--- config.mk ---
export PLATFORM = sky130hd
export DESIGN_NAME = vector_fifo
export DESIGN_NICKNAME = d
export VERILOG_FILES = /design/src/mvm_pkg.sv /design/src/vector_fifo.sv
export SDC_FILE = /design/constraint.sdc
export NUM_CORES = 1
export LEC_CHECK = 0
export BUFFER_PORTS_ARGS = -buffer_cell sky130_fd_sc_hd__buf_2
export CORE_MARGIN = 2
export CORE_UTILIZATION = 28
export DETAILED_ROUTE_END_ITERATION = 12
export GPL_TIMING_DRIVEN = 0
export SLEW_MARGIN = 25
export SYNTH_ARGS = -nofsm -noshare
export SYNTH_HDL_FRONTEND = slang
export SYNTH_SLANG_ARGS = --single-unit
--- constraint.sdc ---
create_clock -name clk -period 12.85 [get_ports clk]
set_input_delay 1.9275 -clock clk [delete_from_list [all_inputs] [get_ports clk]]
set_output_delay 1.9275 -clock clk [all_outputs]
set_load 0.005 [all_outputs]
--- src/mvm_pkg.sv ---
`default_nettype none

package mvm_pkg;

	localparam int lanes = 4;
	localparam int elems = 8;
	localparam int rf_depth = 16;
	localparam int inst_depth = 16;
	localparam int acc_depth = 8;

	typedef logic [$clog2(rf_depth)-1:0] rf_addr_t;
	typedef logic [$clog2(inst_depth)-1:0] inst_addr_t;
	typedef logic [$clog2(acc_depth)-1:0] acc_addr_t;

	typedef logic [15:0] elem_t;
	typedef elem_t [elems-1:0] vec_t; // Input vector or one weight row
	typedef logic [31:0] sum_t;
	typedef sum_t [lanes-1:0] result_vec_t;
	typedef logic [lanes-1:0] lane_mask_t;
	typedef logic [4:0] run_count_t; // Wide enough for a run over the whole memory
	typedef logic [7:0] credit_t;

	typedef enum logic [1:0] {
		kind_inst,
		kind_weight,
		kind_vector,
		kind_run
	} rx_kind_e;

	typedef struct packed {
		rx_kind_e kind;
		inst_addr_t addr;
		lane_mask_t lane_mask;
		vec_t data;
	} rx_packet_t;

	// Lives in the low bits of an instruction-write payload
	typedef struct packed {
		rf_addr_t rf_addr;
		acc_addr_t accum_addr;
		logic accum_en;
		logic release_en;
		logic last; // Last use of the current input vector
	} inst_t;

	typedef struct packed {
		logic valid;
		acc_addr_t accum_addr;
		logic accum_en;
		logic release_en;
	} issue_t;

	typedef enum logic {
		seq_idle,
		seq_run
	} seq_state_e;

endpackage

`default_nettype wire
--- src/vector_fifo.sv ---
`default_nettype none

module vector_fifo #(
	parameter int depth = 8,
	parameter type data_t = mvm_pkg::vec_t
) (
	input wire clk,
	input wire reset,
	input wire push,
	input wire data_t push_data,
	input wire pop,
	output data_t head,
	output logic empty
);

	localparam int aw = depth > 1 ? $clog2(depth) : 1;
	localparam int cw = $clog2(depth + 1);

	data_t mem [depth];
	logic [aw-1:0] wr_ptr;
	logic [aw-1:0] rd_ptr;
	logic [cw-1:0] count;
	logic do_pop;

	function automatic logic [aw-1:0] next_ptr(input logic [aw-1:0] ptr);
		return (ptr == aw'(depth - 1)) ? '0 : ptr + 1'b1;
	endfunction

	assign do_pop = pop && !empty;
	assign empty = count == '0;
	assign head = mem[rd_ptr]; // First word falls through

	always_ff @(posedge clk) begin
		if (push)
			mem[wr_ptr] <= push_data;
	end

	always_ff @(posedge clk or posedge reset) begin
		if (reset) begin
			wr_ptr <= '0;
			rd_ptr <= '0;
			count <= '0;
		end else begin
			if (push)
				wr_ptr <= next_ptr(wr_ptr);
			if (do_pop)
				rd_ptr <= next_ptr(rd_ptr);
			count <= count + cw'(push) - cw'(do_pop);
		end
	end

endmodule

`default_nettype wire

[After elaboration in Yosys (flattened, before gate mapping)]
Memories as Yosys holds them, arrays and structs flattened.
Index checks and enable logic that the tools add are counted.
Storage, ports and cells
  input bits: 132
  bits in writable memories: 1024
  logic and storage cells: 17
  output and inout bits: 129
  memories: 1
  bits in registers: 10
Operators by class
  reductions and logical operators: 3
  equality and inequality tests: 2
  multiplexer cells: 4
  add/subtract/negate cells: 4
Memories
  mem: words 8, width 128, rd ports 1, clocked after memory_dff 0, write ports 1, line vector_fifo.sv:19  | data_t mem [depth];
Operators by type and width (count)
  $add A3 B1 Y3 const B: 2
  $eq A3 B3 Y1 const B: 2
  $mux W3: 2
  $add A4 B1 Y4: 1
  $logic_not A4 Y1: 1
  $sub A4 B1 Y4: 1
  $mux W1: 2
  $logic_and A1 B1 Y1: 1
  $logic_not A1 Y1: 1

[Logic depth before layout (Yosys ltp)]
  depth after elaboration: 4
  mapped depth: 11
  mapped depth without buffers: 11

[Worst setup path after synthesis]
Ideal clock, no wire load.
  path type: input to register
  from: input port push
  to: memory mem[0][0] in the netlist's numbering, enable pin
  required time: 12.078 ns
  stages on the path: 2
  arrival: 10.675 ns
  setup time: 0.772 ns
  slack: 1.403 ns
  buffers on the path: 0
  cell sequence: nand2b_1 -> nor3_1
Between the ends
  cells in the longest elaborated chain, start to end: 2
Ends and longest elaborated chain
  start, declared: line vector_fifo.sv:9  | input wire push,
  $mux W1: line vector_fifo.sv:34  | if (push)
  $mux W1 (not written as such): line vector_fifo.sv:35  | mem[wr_ptr] <= push_data;
  end, declared: line vector_fifo.sv:19
Every way passes these cells.

==> flow_summary.json <==
{
  "fin_skew_ps": 27.3,
  "grt_use_total_pct": 13.5,
  "nets": 2157,
  "cts_hold_buf": 0,
  "synth_cells": 1537,
  "wl_per_cell_um": 24.5,
  "rr_worst_depth": 10,
  "cts_tree": "built",
  "drc": 0,
  "fp.dieW_um": 379,
  "yosysWarnings": 0,
  "status": "complete, no violations",
  "cp-startpoint": "rd_ptr[2]$_DFFE_PP0P_",
  "stdcell_area_um2": 48400,
  "syn_area_per_cell_um2": 25.6,
  "syn-num-nets": 1679,
  "worstReg2RegEnd": "mem[0][94]$_DFFE_PP_",
  "first_iter_violations": 1203,
  "crit_path_end": "head[60]",
  "cp-end-kind": "primary output",
  "die_y_um": 379,
  "ys_ff_latch": 1034,
  "final_core_util_pct": 34.7,
  "dpl_cell_area_um2": 45000,
  "power_mw": 10.6,
  "layout_common_cells": "edfxtp_1, buf_2, mux4_2",
  "crit_fanout": 10,
  "grt_pass1_wl_um": 138000,
  "r2r-start": "wr_ptr[0]$_DFFE_PP0P_",
  "cts-htree-levels": 3,
  "dieArea_um2": 144000,
  "cts_resized": 0,
  "synth.distinct_cells": 23,
  "port_buffers": 260,
  "core_region_area_um2": 140000,
  "hold_path_class": "reg -> reg",
  "drt_first_pass_iters": 5,
  "layout_commonest_cell": "edfxtp_1",
  "slew_headroom_pct": 31.8,
  "cts.sinks": 1034,
  "clk_pin_slew_ps": 60,
  "drt.antenna.violating_nets": 0,
  "gp_congestion": 0.689,
  "n_fill_cell": 12900,
  "drv_slew": 0,
  "syn-cell-area_um2": 39400,
  "viasPerCell": 4.51,
  "grt_overflow": 0,
  "fin_crit_ps": 5450,
  "grt_max_degree": 18,
  "cts_buffers": 108,
  "finalSetupViolations": 0,
  "vias": 18000,
  "drive_above_1_share_pct": 40.6,
  "r2r_slack_ps": 9750,
  "worstPathRequired_ps": 10920,
  "post_cts_buffers": 0,
  "critical_path_class": "reg -> out",
  "start_util_pct": 28.2,
  "clock_path_buffers": 3,
  "powerDensity_nw_per_um2": 218,
  "startpoint_type": "flop",
  "rsz0062_at_grt": "no",
  "area_growth_syn_to_layout_pct": 22.9,
  "max_freq_mhz": 184,
  "ys_seq_area_share_pct": 78.7,
  "cts-root-buf": "clkbuf_16",
  "dp_hpwl_um": 66400,
  "hold_viol_final": 0,
  "ir_drop_v": 0.000141,
  "hold_slack_ps": 565,
  "multiInputGateArea_um2": 7940,
  "antenna_found_initial": 28,
  "drt-total-wl_um": 97700,
  "clk_latency_ps": 720,
  "worst-slew-pin-transition_ps": 1020,
  "std_cell_rows": 137,
  "power_leakage_nw": 16.0,
  "pin_count": 261,
  "timing.final.crit_share_pct": 42.4,
  "arrival_ps": 3520,
  "cap_viol_max_count": 0,
  "grt_pass1_vias": 19300,
  "ff_latch_area_um2": 31000
}
flip-flops by register name, summed over array words and instances, names as in the netlist:
name / flops
mem: 1024
count: 4
rd_ptr: 3
wr_ptr: 3
worst min path at each step:
stage | startpoint | endpoint | slack [ps] | cells after the start
floorplan | wr_ptr[0]$_DFFE_PP0P_ | wr_ptr[0]$_DFFE_PP0P_ | 500 | 2
global route | wr_ptr[0]$_DFFE_PP0P_ | wr_ptr[0]$_DFFE_PP0P_ | 600 | 2
global placement | wr_ptr[0]$_DFFE_PP0P_ | wr_ptr[0]$_DFFE_PP0P_ | 540 | 2
detailed placement | wr_ptr[0]$_DFFE_PP0P_ | wr_ptr[0]$_DFFE_PP0P_ | 550 | 2
finish | wr_ptr[0]$_DFFE_PP0P_ | wr_ptr[0]$_DFFE_PP0P_ | 560 | 2
CTS | wr_ptr[0]$_DFFE_PP0P_ | wr_ptr[0]$_DFFE_PP0P_ | 570 | 2
area by class of cell:
cell class,instances,area share (%)
Inverter,9,0.0698
Tap cell,1876,4.85
Sequential cell,1034,64.0
Clock inverter,59,1.11
Multi-Input combinational cell,422,16.4
Timing Repair Buffer,368,6.64
Clock buffer,135,5.87
Antenna cell,8,0.0413
Buffer,72,1.02
worst max-delay path: stages, from the launching register on:
cell	delay, ps
dfrtp_1	370
buf_2	160
buf_2	580
clkbuf_1	790
mux4_2	420
mux2_2	310
buf_2	130
power by group:
group | total (mW) | internal (mW) | switching (mW)
sequential | 4.23 | 4.14 | 0.0859
combinational | 3.36 | 1.63 | 1.73
clock | 2.96 | 1.69 | 1.27
logic make-up (layout without fill, tap and decap cells):
logic type / after synthesis / in the layout / share of synthesized area (%)
muxes: 388 / 388 / 19.4
AOI/OAI and AO/OA: 4 / 4 / 0.0603
xor gates and xnor gates: 2 / 2 / 0.0445
adders and majority gates: 10 / 10 / 0.337
buffers and inverters: 81 / 643 / 1.32
DFF: 1034 / 1034 / 78.7
other: 0 / 8 / 0
and+or+nand+nor: 18 / 18 / 0.213
layer usage:
metal  global-route usage (%)  up-vias  part of all wire, %
met5                        0        -                 0.20
met4                     4.58       32                  2.3
met3                     3.37      142                  6.0
met2                     23.1      466                   51
met1                     16.7     9625                   41
li1                         -     7702                    -
synthesized netlist by cell type:
library cell / count / share of area (%)
mux4_1: 101 / 6.7
ha_1: 9 / 0.29
mux2_2: 132 / 3.8
o21ai_0: 1 / 0.013
dfrtp_1: 10 / 0.64
buf_6: 23 / 0.66
buf_2: 7 / 0.089
nor3b_1: 1 / 0.019
nand2_1: 4 / 0.038
fa_1: 1 / 0.051
a21oi_1: 1 / 0.013
nor2_1: 7 / 0.067
a21o_1: 1 / 0.019
buf_8: 3 / 0.11
inv_1: 9 / 0.086
nor3_1: 2 / 0.025
o22ai_1: 1 / 0.016
nand2b_1: 4 / 0.063
xor2_1: 2 / 0.044
buf_1: 15 / 0.14
clkbuf_1: 24 / 0.23
edfxtp_1: 1024 / 78
mux4_2: 155 / 8.9
through the flow:
stage	setup TNS, ps	instances	setup WS [ps]
6_report	0	3983	7400
5_1_grt	0	3979	7190
4_1_cts	0	3975	7200
3_5_place_dp	0	3781	8040
3_3_place_gp	-4930630	3673	-10980
2_1_floorplan	0	1537	1400
No activity file was read; power rests on OpenSTA's default activity.
