### config.mk
export PLATFORM = sky130hd
export DESIGN_NAME = inst_sequencer
export DESIGN_NICKNAME = d
export VERILOG_FILES = /design/src/mvm_pkg.sv /design/src/inst_sequencer.sv
export SDC_FILE = /design/constraint.sdc
export NUM_CORES = 1
export LEC_CHECK = 0
export ABC_AREA = 1
export BUFFER_PORTS_ARGS = -buffer_cell sky130_fd_sc_hd__buf_2
export CAP_MARGIN = 0
export CORE_MARGIN = 5
export CORE_UTILIZATION = 45
export DETAILED_ROUTE_END_ITERATION = 8
export PLACE_DENSITY = 0.89
export SYNTH_ARGS = -nofsm -noshare
export SYNTH_HDL_FRONTEND = slang
export SYNTH_SLANG_ARGS = --single-unit
export TNS_END_PERCENT = 50
### constraint.sdc
create_clock -name clk -period 1.51 [get_ports clk]
set_input_delay 0.2265 -clock clk [delete_from_list [all_inputs] [get_ports clk]]
set_output_delay 0.2265 -clock clk [all_outputs]
set_load 0.05 [all_outputs]
### src/mvm_pkg.sv
`default_nettype none

package mvm_pkg;

	localparam int lanes = 4;
	localparam int elems = 8;
	localparam int rf_depth = 16;
	localparam int inst_depth = 16;
	localparam int acc_depth = 8;

	typedef logic [$clog2(rf_depth)-1:0] rf_addr_t;
	typedef logic [$clog2(inst_depth)-1:0] inst_addr_t;
	typedef logic [$clog2(acc_depth)-1:0] acc_addr_t;

	typedef logic [15:0] elem_t;
	typedef elem_t [elems-1:0] vec_t; // Input vector or one weight row
	typedef logic [31:0] sum_t;
	typedef sum_t [lanes-1:0] result_vec_t;
	typedef logic [lanes-1:0] lane_mask_t;
	typedef logic [4:0] run_count_t; // Wide enough for a run over the whole memory
	typedef logic [7:0] credit_t;

	typedef enum logic [1:0] {
		kind_inst,
		kind_weight,
		kind_vector,
		kind_run
	} rx_kind_e;

	typedef struct packed {
		rx_kind_e kind;
		inst_addr_t addr;
		lane_mask_t lane_mask;
		vec_t data;
	} rx_packet_t;

	// Lives in the low bits of an instruction-write payload
	typedef struct packed {
		rf_addr_t rf_addr;
		acc_addr_t accum_addr;
		logic accum_en;
		logic release_en;
		logic last; // Last use of the current input vector
	} inst_t;

	typedef struct packed {
		logic valid;
		acc_addr_t accum_addr;
		logic accum_en;
		logic release_en;
	} issue_t;

	typedef enum logic {
		seq_idle,
		seq_run
	} seq_state_e;

endpackage

`default_nettype wire
### src/inst_sequencer.sv
`default_nettype none

module inst_sequencer (
	input wire clk,
	input wire reset,
	input wire inst_wen,
	input wire mvm_pkg::inst_addr_t inst_waddr,
	input wire mvm_pkg::inst_t inst_wdata,
	input wire run_start,
	input wire mvm_pkg::inst_addr_t run_addr,
	input wire mvm_pkg::run_count_t run_count,
	input wire vec_empty,
	input wire mvm_pkg::vec_t vec_head,
	input wire out_room,
	output logic vec_pop,
	output mvm_pkg::rf_addr_t rf_raddr,
	output mvm_pkg::issue_t issue,
	output mvm_pkg::vec_t issue_vec
);

	mvm_pkg::inst_t imem [mvm_pkg::inst_depth];
	mvm_pkg::seq_state_e state;
	mvm_pkg::inst_addr_t pc;
	mvm_pkg::run_count_t remaining;
	mvm_pkg::inst_t cur;
	logic fire;

	always_ff @(posedge clk) begin
		if (inst_wen)
			imem[inst_waddr] <= inst_wdata;
	end

	assign cur = imem[pc];

	// A release needs room reserved in the output FIFO before it may issue
	assign fire = (state == mvm_pkg::seq_run) && !vec_empty && (!cur.release_en || out_room);

	always_ff @(posedge clk or posedge reset) begin
		if (reset) begin
			state <= mvm_pkg::seq_idle;
			pc <= '0;
			remaining <= '0;
		end else begin
			case (state)
				mvm_pkg::seq_idle: begin
					if (run_start && run_count != '0) begin
						pc <= run_addr;
						remaining <= run_count;
						state <= mvm_pkg::seq_run;
					end
				end
				mvm_pkg::seq_run: begin
					if (fire) begin
						pc <= pc + 1'b1; // Wraps around the instruction memory
						remaining <= remaining - 1'b1;
						if (remaining == mvm_pkg::run_count_t'(1))
							state <= mvm_pkg::seq_idle;
					end
				end
				default: state <= mvm_pkg::seq_idle;
			endcase
		end
	end

	always_comb begin
		issue.valid = fire;
		issue.accum_addr = cur.accum_addr;
		issue.accum_en = cur.accum_en;
		issue.release_en = cur.release_en;
	end

	assign rf_raddr = cur.rf_addr;
	assign issue_vec = vec_head;
	assign vec_pop = fire && cur.last; // Head vector is done after its last instruction

endmodule

`default_nettype wire

## After elaboration in Yosys (flattened, before gate mapping)

Memory sizes are Yosys's and may differ from the RTL's.
Index checks and enable logic that the tools add are counted.

- Bits in registers: 10
- Output and inout bits: 139
- Memories kept: 1
- Input bits: 157
- Memory bits (writable): 160
- Logic and storage cells: 31

- Add/subtract/negate cells: 2
- Reduce and logical (&&, ||, !) cells: 9
- Multiplexer cells: 12
- Bitwise gates (word level): 1
- Equality and inequality tests: 3

Memories:

| name | words | width | read ports | clocked after Yosys merged registers in | wr ports | line | text |
|---|---|---|---|---|---|---|---|
| imem | 16 | 10 | 1 | 0 | 1 | inst_sequencer.sv:21 | `mvm_pkg::inst_t imem [mvm_pkg::inst_depth];` |

Operators with widths:

| kind | count |
|---|---|
| two-way mux 5 bit | 2 |
| case mux 5 bit (2 select lines) | 1 |
| two-way mux 4 bit | 2 |
| case mux 4 bit (2 select lines) | 1 |
| equality test 5 x 1 -> 1 bit (second input constant) | 1 |
| two-way mux 1 bit | 5 |
| nonzero test 5 bit | 1 |
| subtractor 5 x 1 -> 5 bit (second input constant) | 1 |
| adder 4 x 1 -> 4 bit (second input constant) | 1 |
| logical AND 1 bit | 4 |
| logical NOT 1 bit | 2 |
| != test 2 x 1 -> 1 bit (second input constant) | 1 |
| != test 2 bit (second input constant) | 1 |
| case mux 1 bit (2 select lines) | 1 |
| AND reduction 2 bit | 1 |
| logical OR 1 bit | 1 |
| inverter 1 bit | 1 |

## Depth between registers and ports, before layout

An unclocked memory read counts as a cell.

- Depth in word-level cells: 6
- Depth in mapped cells: 12
- Depth with buffers taken out: 12

## Worst setup path before layout

OpenSTA, ideal clock, no wires.

- Path type: register -> output
- Start point: register pc[0]
- End point: output port vec_pop
- Setup slack: -0.650 ns
- Data arrival time: 1.933 ns
- Stages on the path, launching flop included: 12
- Required time: 1.283 ns
- Buffers on the path: 3
- Cells stage by stage: dfrtp_1 > buf_6 > buf_6 > nand2_2 > nand3_2 > nand3_2 > nand3_2 > nand2_4 > nand2_4 > nand2_4 > buf_8 > nor3_2

RTL lines:

| item | line | text |
|---|---|---|
| start: declaration | inst_sequencer.sv:23 | `mvm_pkg::inst_addr_t pc;` |
| start signal: assignment | inst_sequencer.sv:47 | `pc <= run_addr;` |
| start signal: assignment | inst_sequencer.sv:54 | `pc <= pc + 1'b1;` |
| end: declaration | inst_sequencer.sv:15 | `output logic vec_pop,` |

==> impl_metrics.prom <==
# TYPE chip_impl_metric gauge
chip_impl_info{name="synthTopCellsByArea",value="sky130_fd_sc_hd__edfxtp_1 59%, sky130_fd_sc_hd__buf_4 12%, sky130_fd_sc_hd__o21ai_0 4.4%"} 1
chip_impl_metric{name="antenna-diode-count",unit=""} 0
chip_impl_metric{name="ctsLongestPathBuffers",unit=""} 2
chip_impl_metric{name="finalCritPeriodShare",unit="%"} 156.6
chip_impl_info{name="worstSetupPathType",value="register to output port"} 1
chip_impl_metric{name="track_usage",unit="%"} 25.47
chip_impl_metric{name="wl_per_cell",unit="um"} 29.66
chip_impl_metric{name="hold_viol_final",unit=""} 0
chip_impl_metric{name="cts.reportedPaths.clkPinSlew",unit="ns"} 0.07
chip_impl_metric{name="power.static_leakage",unit="nW"} 3.357
chip_impl_metric{name="vias_per_cell",unit=""} 5.898
chip_impl_metric{name="critical_path_buf_inv_count",unit=""} 4
chip_impl_info{name="end_kind",value="output port"} 1
chip_impl_metric{name="crit_required",unit="ns"} 1.28
chip_impl_info{name="slowest_stage",value="sky130_fd_sc_hd__dfrtp_2"} 1
chip_impl_metric{name="antenna_found_initial",unit=""} 0
chip_impl_metric{name="die-width",unit="um"} 144.1
chip_impl_metric{name="power-per-cell-area",unit="mW/mm^2"} 2026
chip_impl_metric{name="place_worst_setup_slack",unit="ns"} -0.4116
chip_impl_metric{name="yosysTopAreaCellShare",unit="%"} 59.41
chip_impl_metric{name="dp_cells",unit=""} 867
chip_impl_metric{name="top_level_ports",unit=""} 296
chip_impl_metric{name="final.setup_skew",unit="ns"} 0.01171
chip_impl_info{name="mostFrequentLayoutCell",value="sky130_fd_sc_hd__edfxtp_1"} 1
chip_impl_metric{name="grt_start_max_net_pins",unit=""} 33
chip_impl_metric{name="drv_slew",unit=""} 0
chip_impl_metric{name="first_global_vias",unit=""} 5157
chip_impl_metric{name="drt-pass1-iter-count",unit=""} 5
chip_impl_metric{name="postRouteAntennaNets",unit=""} 0
chip_impl_metric{name="routed_wirelength",unit="um"} 27050
chip_impl_metric{name="final.setup.tns",unit="ns"} -12.93
chip_impl_metric{name="total_clock_buffers_created_by_cts",unit=""} 17
chip_impl_metric{name="peak_fanout_along_the_critical_path",unit=""} 11
chip_impl_info{name="clock-root-buffer",value="sky130_fd_sc_hd__clkbuf_16"} 1
chip_impl_metric{name="cap_violations",unit=""} 0
chip_impl_metric{name="clk_lat_worst_skew",unit="ns"} 0.43
chip_impl_metric{name="ctsHtreeMaxLevel",unit=""} 4
chip_impl_metric{name="yosysSeqAreaShare",unit="%"} 62.50
chip_impl_metric{name="clock_sink_count",unit=""} 170
chip_impl_info{name="tritoncts_clock_tree",value="built"} 1
chip_impl_metric{name="routed-via-count",unit=""} 5379
chip_impl_metric{name="fmax",unit="MHz"} 422.9
chip_impl_info{name="start_kind",value="register"} 1
chip_impl_info{name="run_status",value="finished with violations"} 1
chip_impl_metric{name="worst_hold_slack",unit="ns"} 0.1037
chip_impl_info{name="rsz0062_at_grt",value="yes"} 1
chip_impl_metric{name="critical_path.max_stage_delay",unit="ns"} 0.45
chip_impl_metric{name="place_hpwl",unit="um"} 19060
chip_impl_info{name="violations",value="negative setup slack"} 1
chip_impl_metric{name="power.ir.vdd_worst",unit="mV"} 1.407
chip_impl_metric{name="yosys_register_bits",unit=""} 170
chip_impl_metric{name="global_route_wire_length_before_repair",unit="um"} 37360
chip_impl_info{name="hold_path_class",value="primary input to register"} 1
chip_impl_metric{name="cells_after_synth",unit=""} 707
chip_impl_metric{name="io_buffer_count",unit=""} 39
chip_impl_metric{name="slew-limit-headroom",unit="%"} 71.21
chip_impl_metric{name="syn-cell-area",unit="mm^2"} 0.008088
chip_impl_info{name="cp_common_cell",value="sky130_fd_sc_hd__buf_12"} 1
chip_impl_metric{name="area_growth_syn_to_layout",unit="%"} 11.51
chip_impl_info{name="worst_path_dominant_cell_family",value="compound AO/OA/AOI/OAI gates"} 1
chip_impl_metric{name="final_cell_count_no_fill",unit=""} 912
chip_impl_info{name="layout_common_cells",value="160 x sky130_fd_sc_hd__edfxtp_1, 83 x sky130_fd_sc_hd__nor2_1, 75 x sky130_fd_sc_hd__nand2_1"} 1
chip_impl_metric{name="yosysWarnings",unit=""} 0
chip_impl_metric{name="finish.utilization",unit="%"} 50.55
chip_impl_metric{name="drcViolationCount",unit=""} 0
chip_impl_metric{name="syn-num-nets",unit=""} 867
chip_impl_metric{name="timing.critical_path.arrival",unit="ns"} 2.14
chip_impl_metric{name="initial_core_util",unit="%"} 45.33
chip_impl_metric{name="synth.distinct_cells",unit=""} 26
chip_impl_metric{name="nNetsFinal",unit=""} 830
chip_impl_metric{name="synthesis.area_per_instance",unit="um^2"} 11.44
chip_impl_metric{name="grt.overflow.total",unit=""} 0
chip_impl_metric{name="fill_cells",unit=""} 1381
chip_impl_metric{name="rows",unit=""} 49
chip_impl_metric{name="post-route-worst-setup-slack",unit="ns"} -0.8548
chip_impl_metric{name="timing_worst_slew_pin_value",unit="ns"} 0.4314
chip_impl_metric{name="die_h",unit="um"} 144.1
chip_impl_metric{name="drive_above_1_share",unit="%"} 27.09
chip_impl_info{name="timing.critical_path.cells",value="inv_6, buf_12, buf_12, o21ai_1, o22ai_1, o211ai_1, nand2_2, buf_8"} 1
chip_impl_info{name="yosys.area.top_type",value="sky130_fd_sc_hd__edfxtp_1"} 1
chip_impl_metric{name="detailedRoute.firstIterationViolations",unit=""} 720
chip_impl_metric{name="place.gp.congestion",unit=""} 0.8138
chip_impl_metric{name="period_minus_slack",unit="ns"} 2.365
chip_impl_metric{name="report.final.setup_viol",unit=""} 21
chip_impl_metric{name="design.die.area",unit="mm^2"} 0.02075
chip_impl_metric{name="core_area",unit="mm^2"} 0.01784
==> flip-flops by register name, summed over array words and instances (netlist names) <==
name,count
pc,4
remaining,5
imem,160
state,1
==> metal layers <==
layer  wire length, um  GRT usage, %
met1              6821         22.94
met2             13750         44.71
met3              5801         20.01
met4               675         5.798
met5                 0             0
==> kinds of logic (layout without fill, tap and decap cells) <==
kind of cell | count (synthesis) | after routing | share of synthesized area [%]
and+or+nand+nor | 228 | 228 | 12.79
buffers and inverters | 189 | 165 | 15.47
DFF | 170 | 170 | 62.50
AOI/OAI and AO/OA | 117 | 117 | 8.772
adders and majority gates | 3 | 3 | 0.4642
==> power by group <==
group          switching [mW]  total, mW  internal (mW)
Clock                    1.95       4.46           2.51
Combinational            4.87       8.25           3.38
Sequential              0.193       5.57           5.37
==> worst reg2reg max path, delay by kind of cell, from the launching register on <==
| family | cells | cell delay, ns |
|---|---|---|
| simple gates | 10 | 0.82 |
| buf+inv | 4 | 0.57 |
| flops | 1 | 0.47 |
==> synthesized netlist by cell type <==
master and number:
sky130_fd_sc_hd__edfxtp_1 160, sky130_fd_sc_hd__inv_2 3, sky130_fd_sc_hd__o22ai_1 9, sky130_fd_sc_hd__buf_2 19, sky130_fd_sc_hd__nor3_1 3, sky130_fd_sc_hd__nand2_4 4, sky130_fd_sc_hd__nand3b_1 2, sky130_fd_sc_hd__buf_6 3
sky130_fd_sc_hd__nor2_1 85, sky130_fd_sc_hd__nand3_1 31, sky130_fd_sc_hd__o221ai_1 24, sky130_fd_sc_hd__nand2_1 86, sky130_fd_sc_hd__a21oi_1 3, sky130_fd_sc_hd__a31oi_1 2, sky130_fd_sc_hd__inv_1 23, sky130_fd_sc_hd__ha_1 3
sky130_fd_sc_hd__buf_4 129, sky130_fd_sc_hd__or2_2 1, sky130_fd_sc_hd__dfrtp_1 10, sky130_fd_sc_hd__o21ai_0 71, sky130_fd_sc_hd__nand2_2 1, sky130_fd_sc_hd__nor3_2 1, sky130_fd_sc_hd__buf_8 1, sky130_fd_sc_hd__o211ai_1 8
sky130_fd_sc_hd__clkbuf_1 11, sky130_fd_sc_hd__nand3_2 14
==> path summary, 6_finish.rpt <==
kind                                 to    startpoint  depth (start not counted)  slack, ns
max                            issue[1]         pc[0]                          8      -0.85
min                               pc[3]   run_addr[3]                          5       0.10
max reg2reg                       pc[0]         pc[0]                         14      -0.48
min reg2reg                remaining[1]  remaining[1]                          2       0.57
max in group asynchronous         pc[0]         reset                          3       0.81
min in group asynchronous         pc[2]         reset                          3       0.36
==> what timing repair did <==
item / in CTS / in global routing
resized for setup: 59 / 5
pin swaps: 19 / 11
hold endpoints to repair: 10 / 0
hold buffers: 1 / 0
buffers inserted: 8 / 0
gates cloned: 3 / 1
endpoints found under the setup margin: 21 / 21
==> layout make-up <==
class                           count  area, um^2  share of cell area, %
Inverter                           26       102.6                  1.138
Clock buffer                       17       425.4                  4.717
Clock inverter                     15       178.9                  1.984
Tap cell                          229       286.5                  3.177
Sequential cell                   170        5056                  56.06
Timing Repair Buffer              107        1079                  11.96
Multi-Input combinational cell    348        1891                  20.96
==> stage by stage <==
| step | instance area, um^2 | total power [mW] |
|---|---|---|
| detailed placement | 8034 | 12.27 |
| global placement | 8034 | 12.00 |
| global route | 9019 | 19.00 |
| finish | 9019 | 18.27 |
| CTS | 8980 | 18.01 |
| floorplan | 8157 | 10.86 |
(Power assumes the default switching activity.)
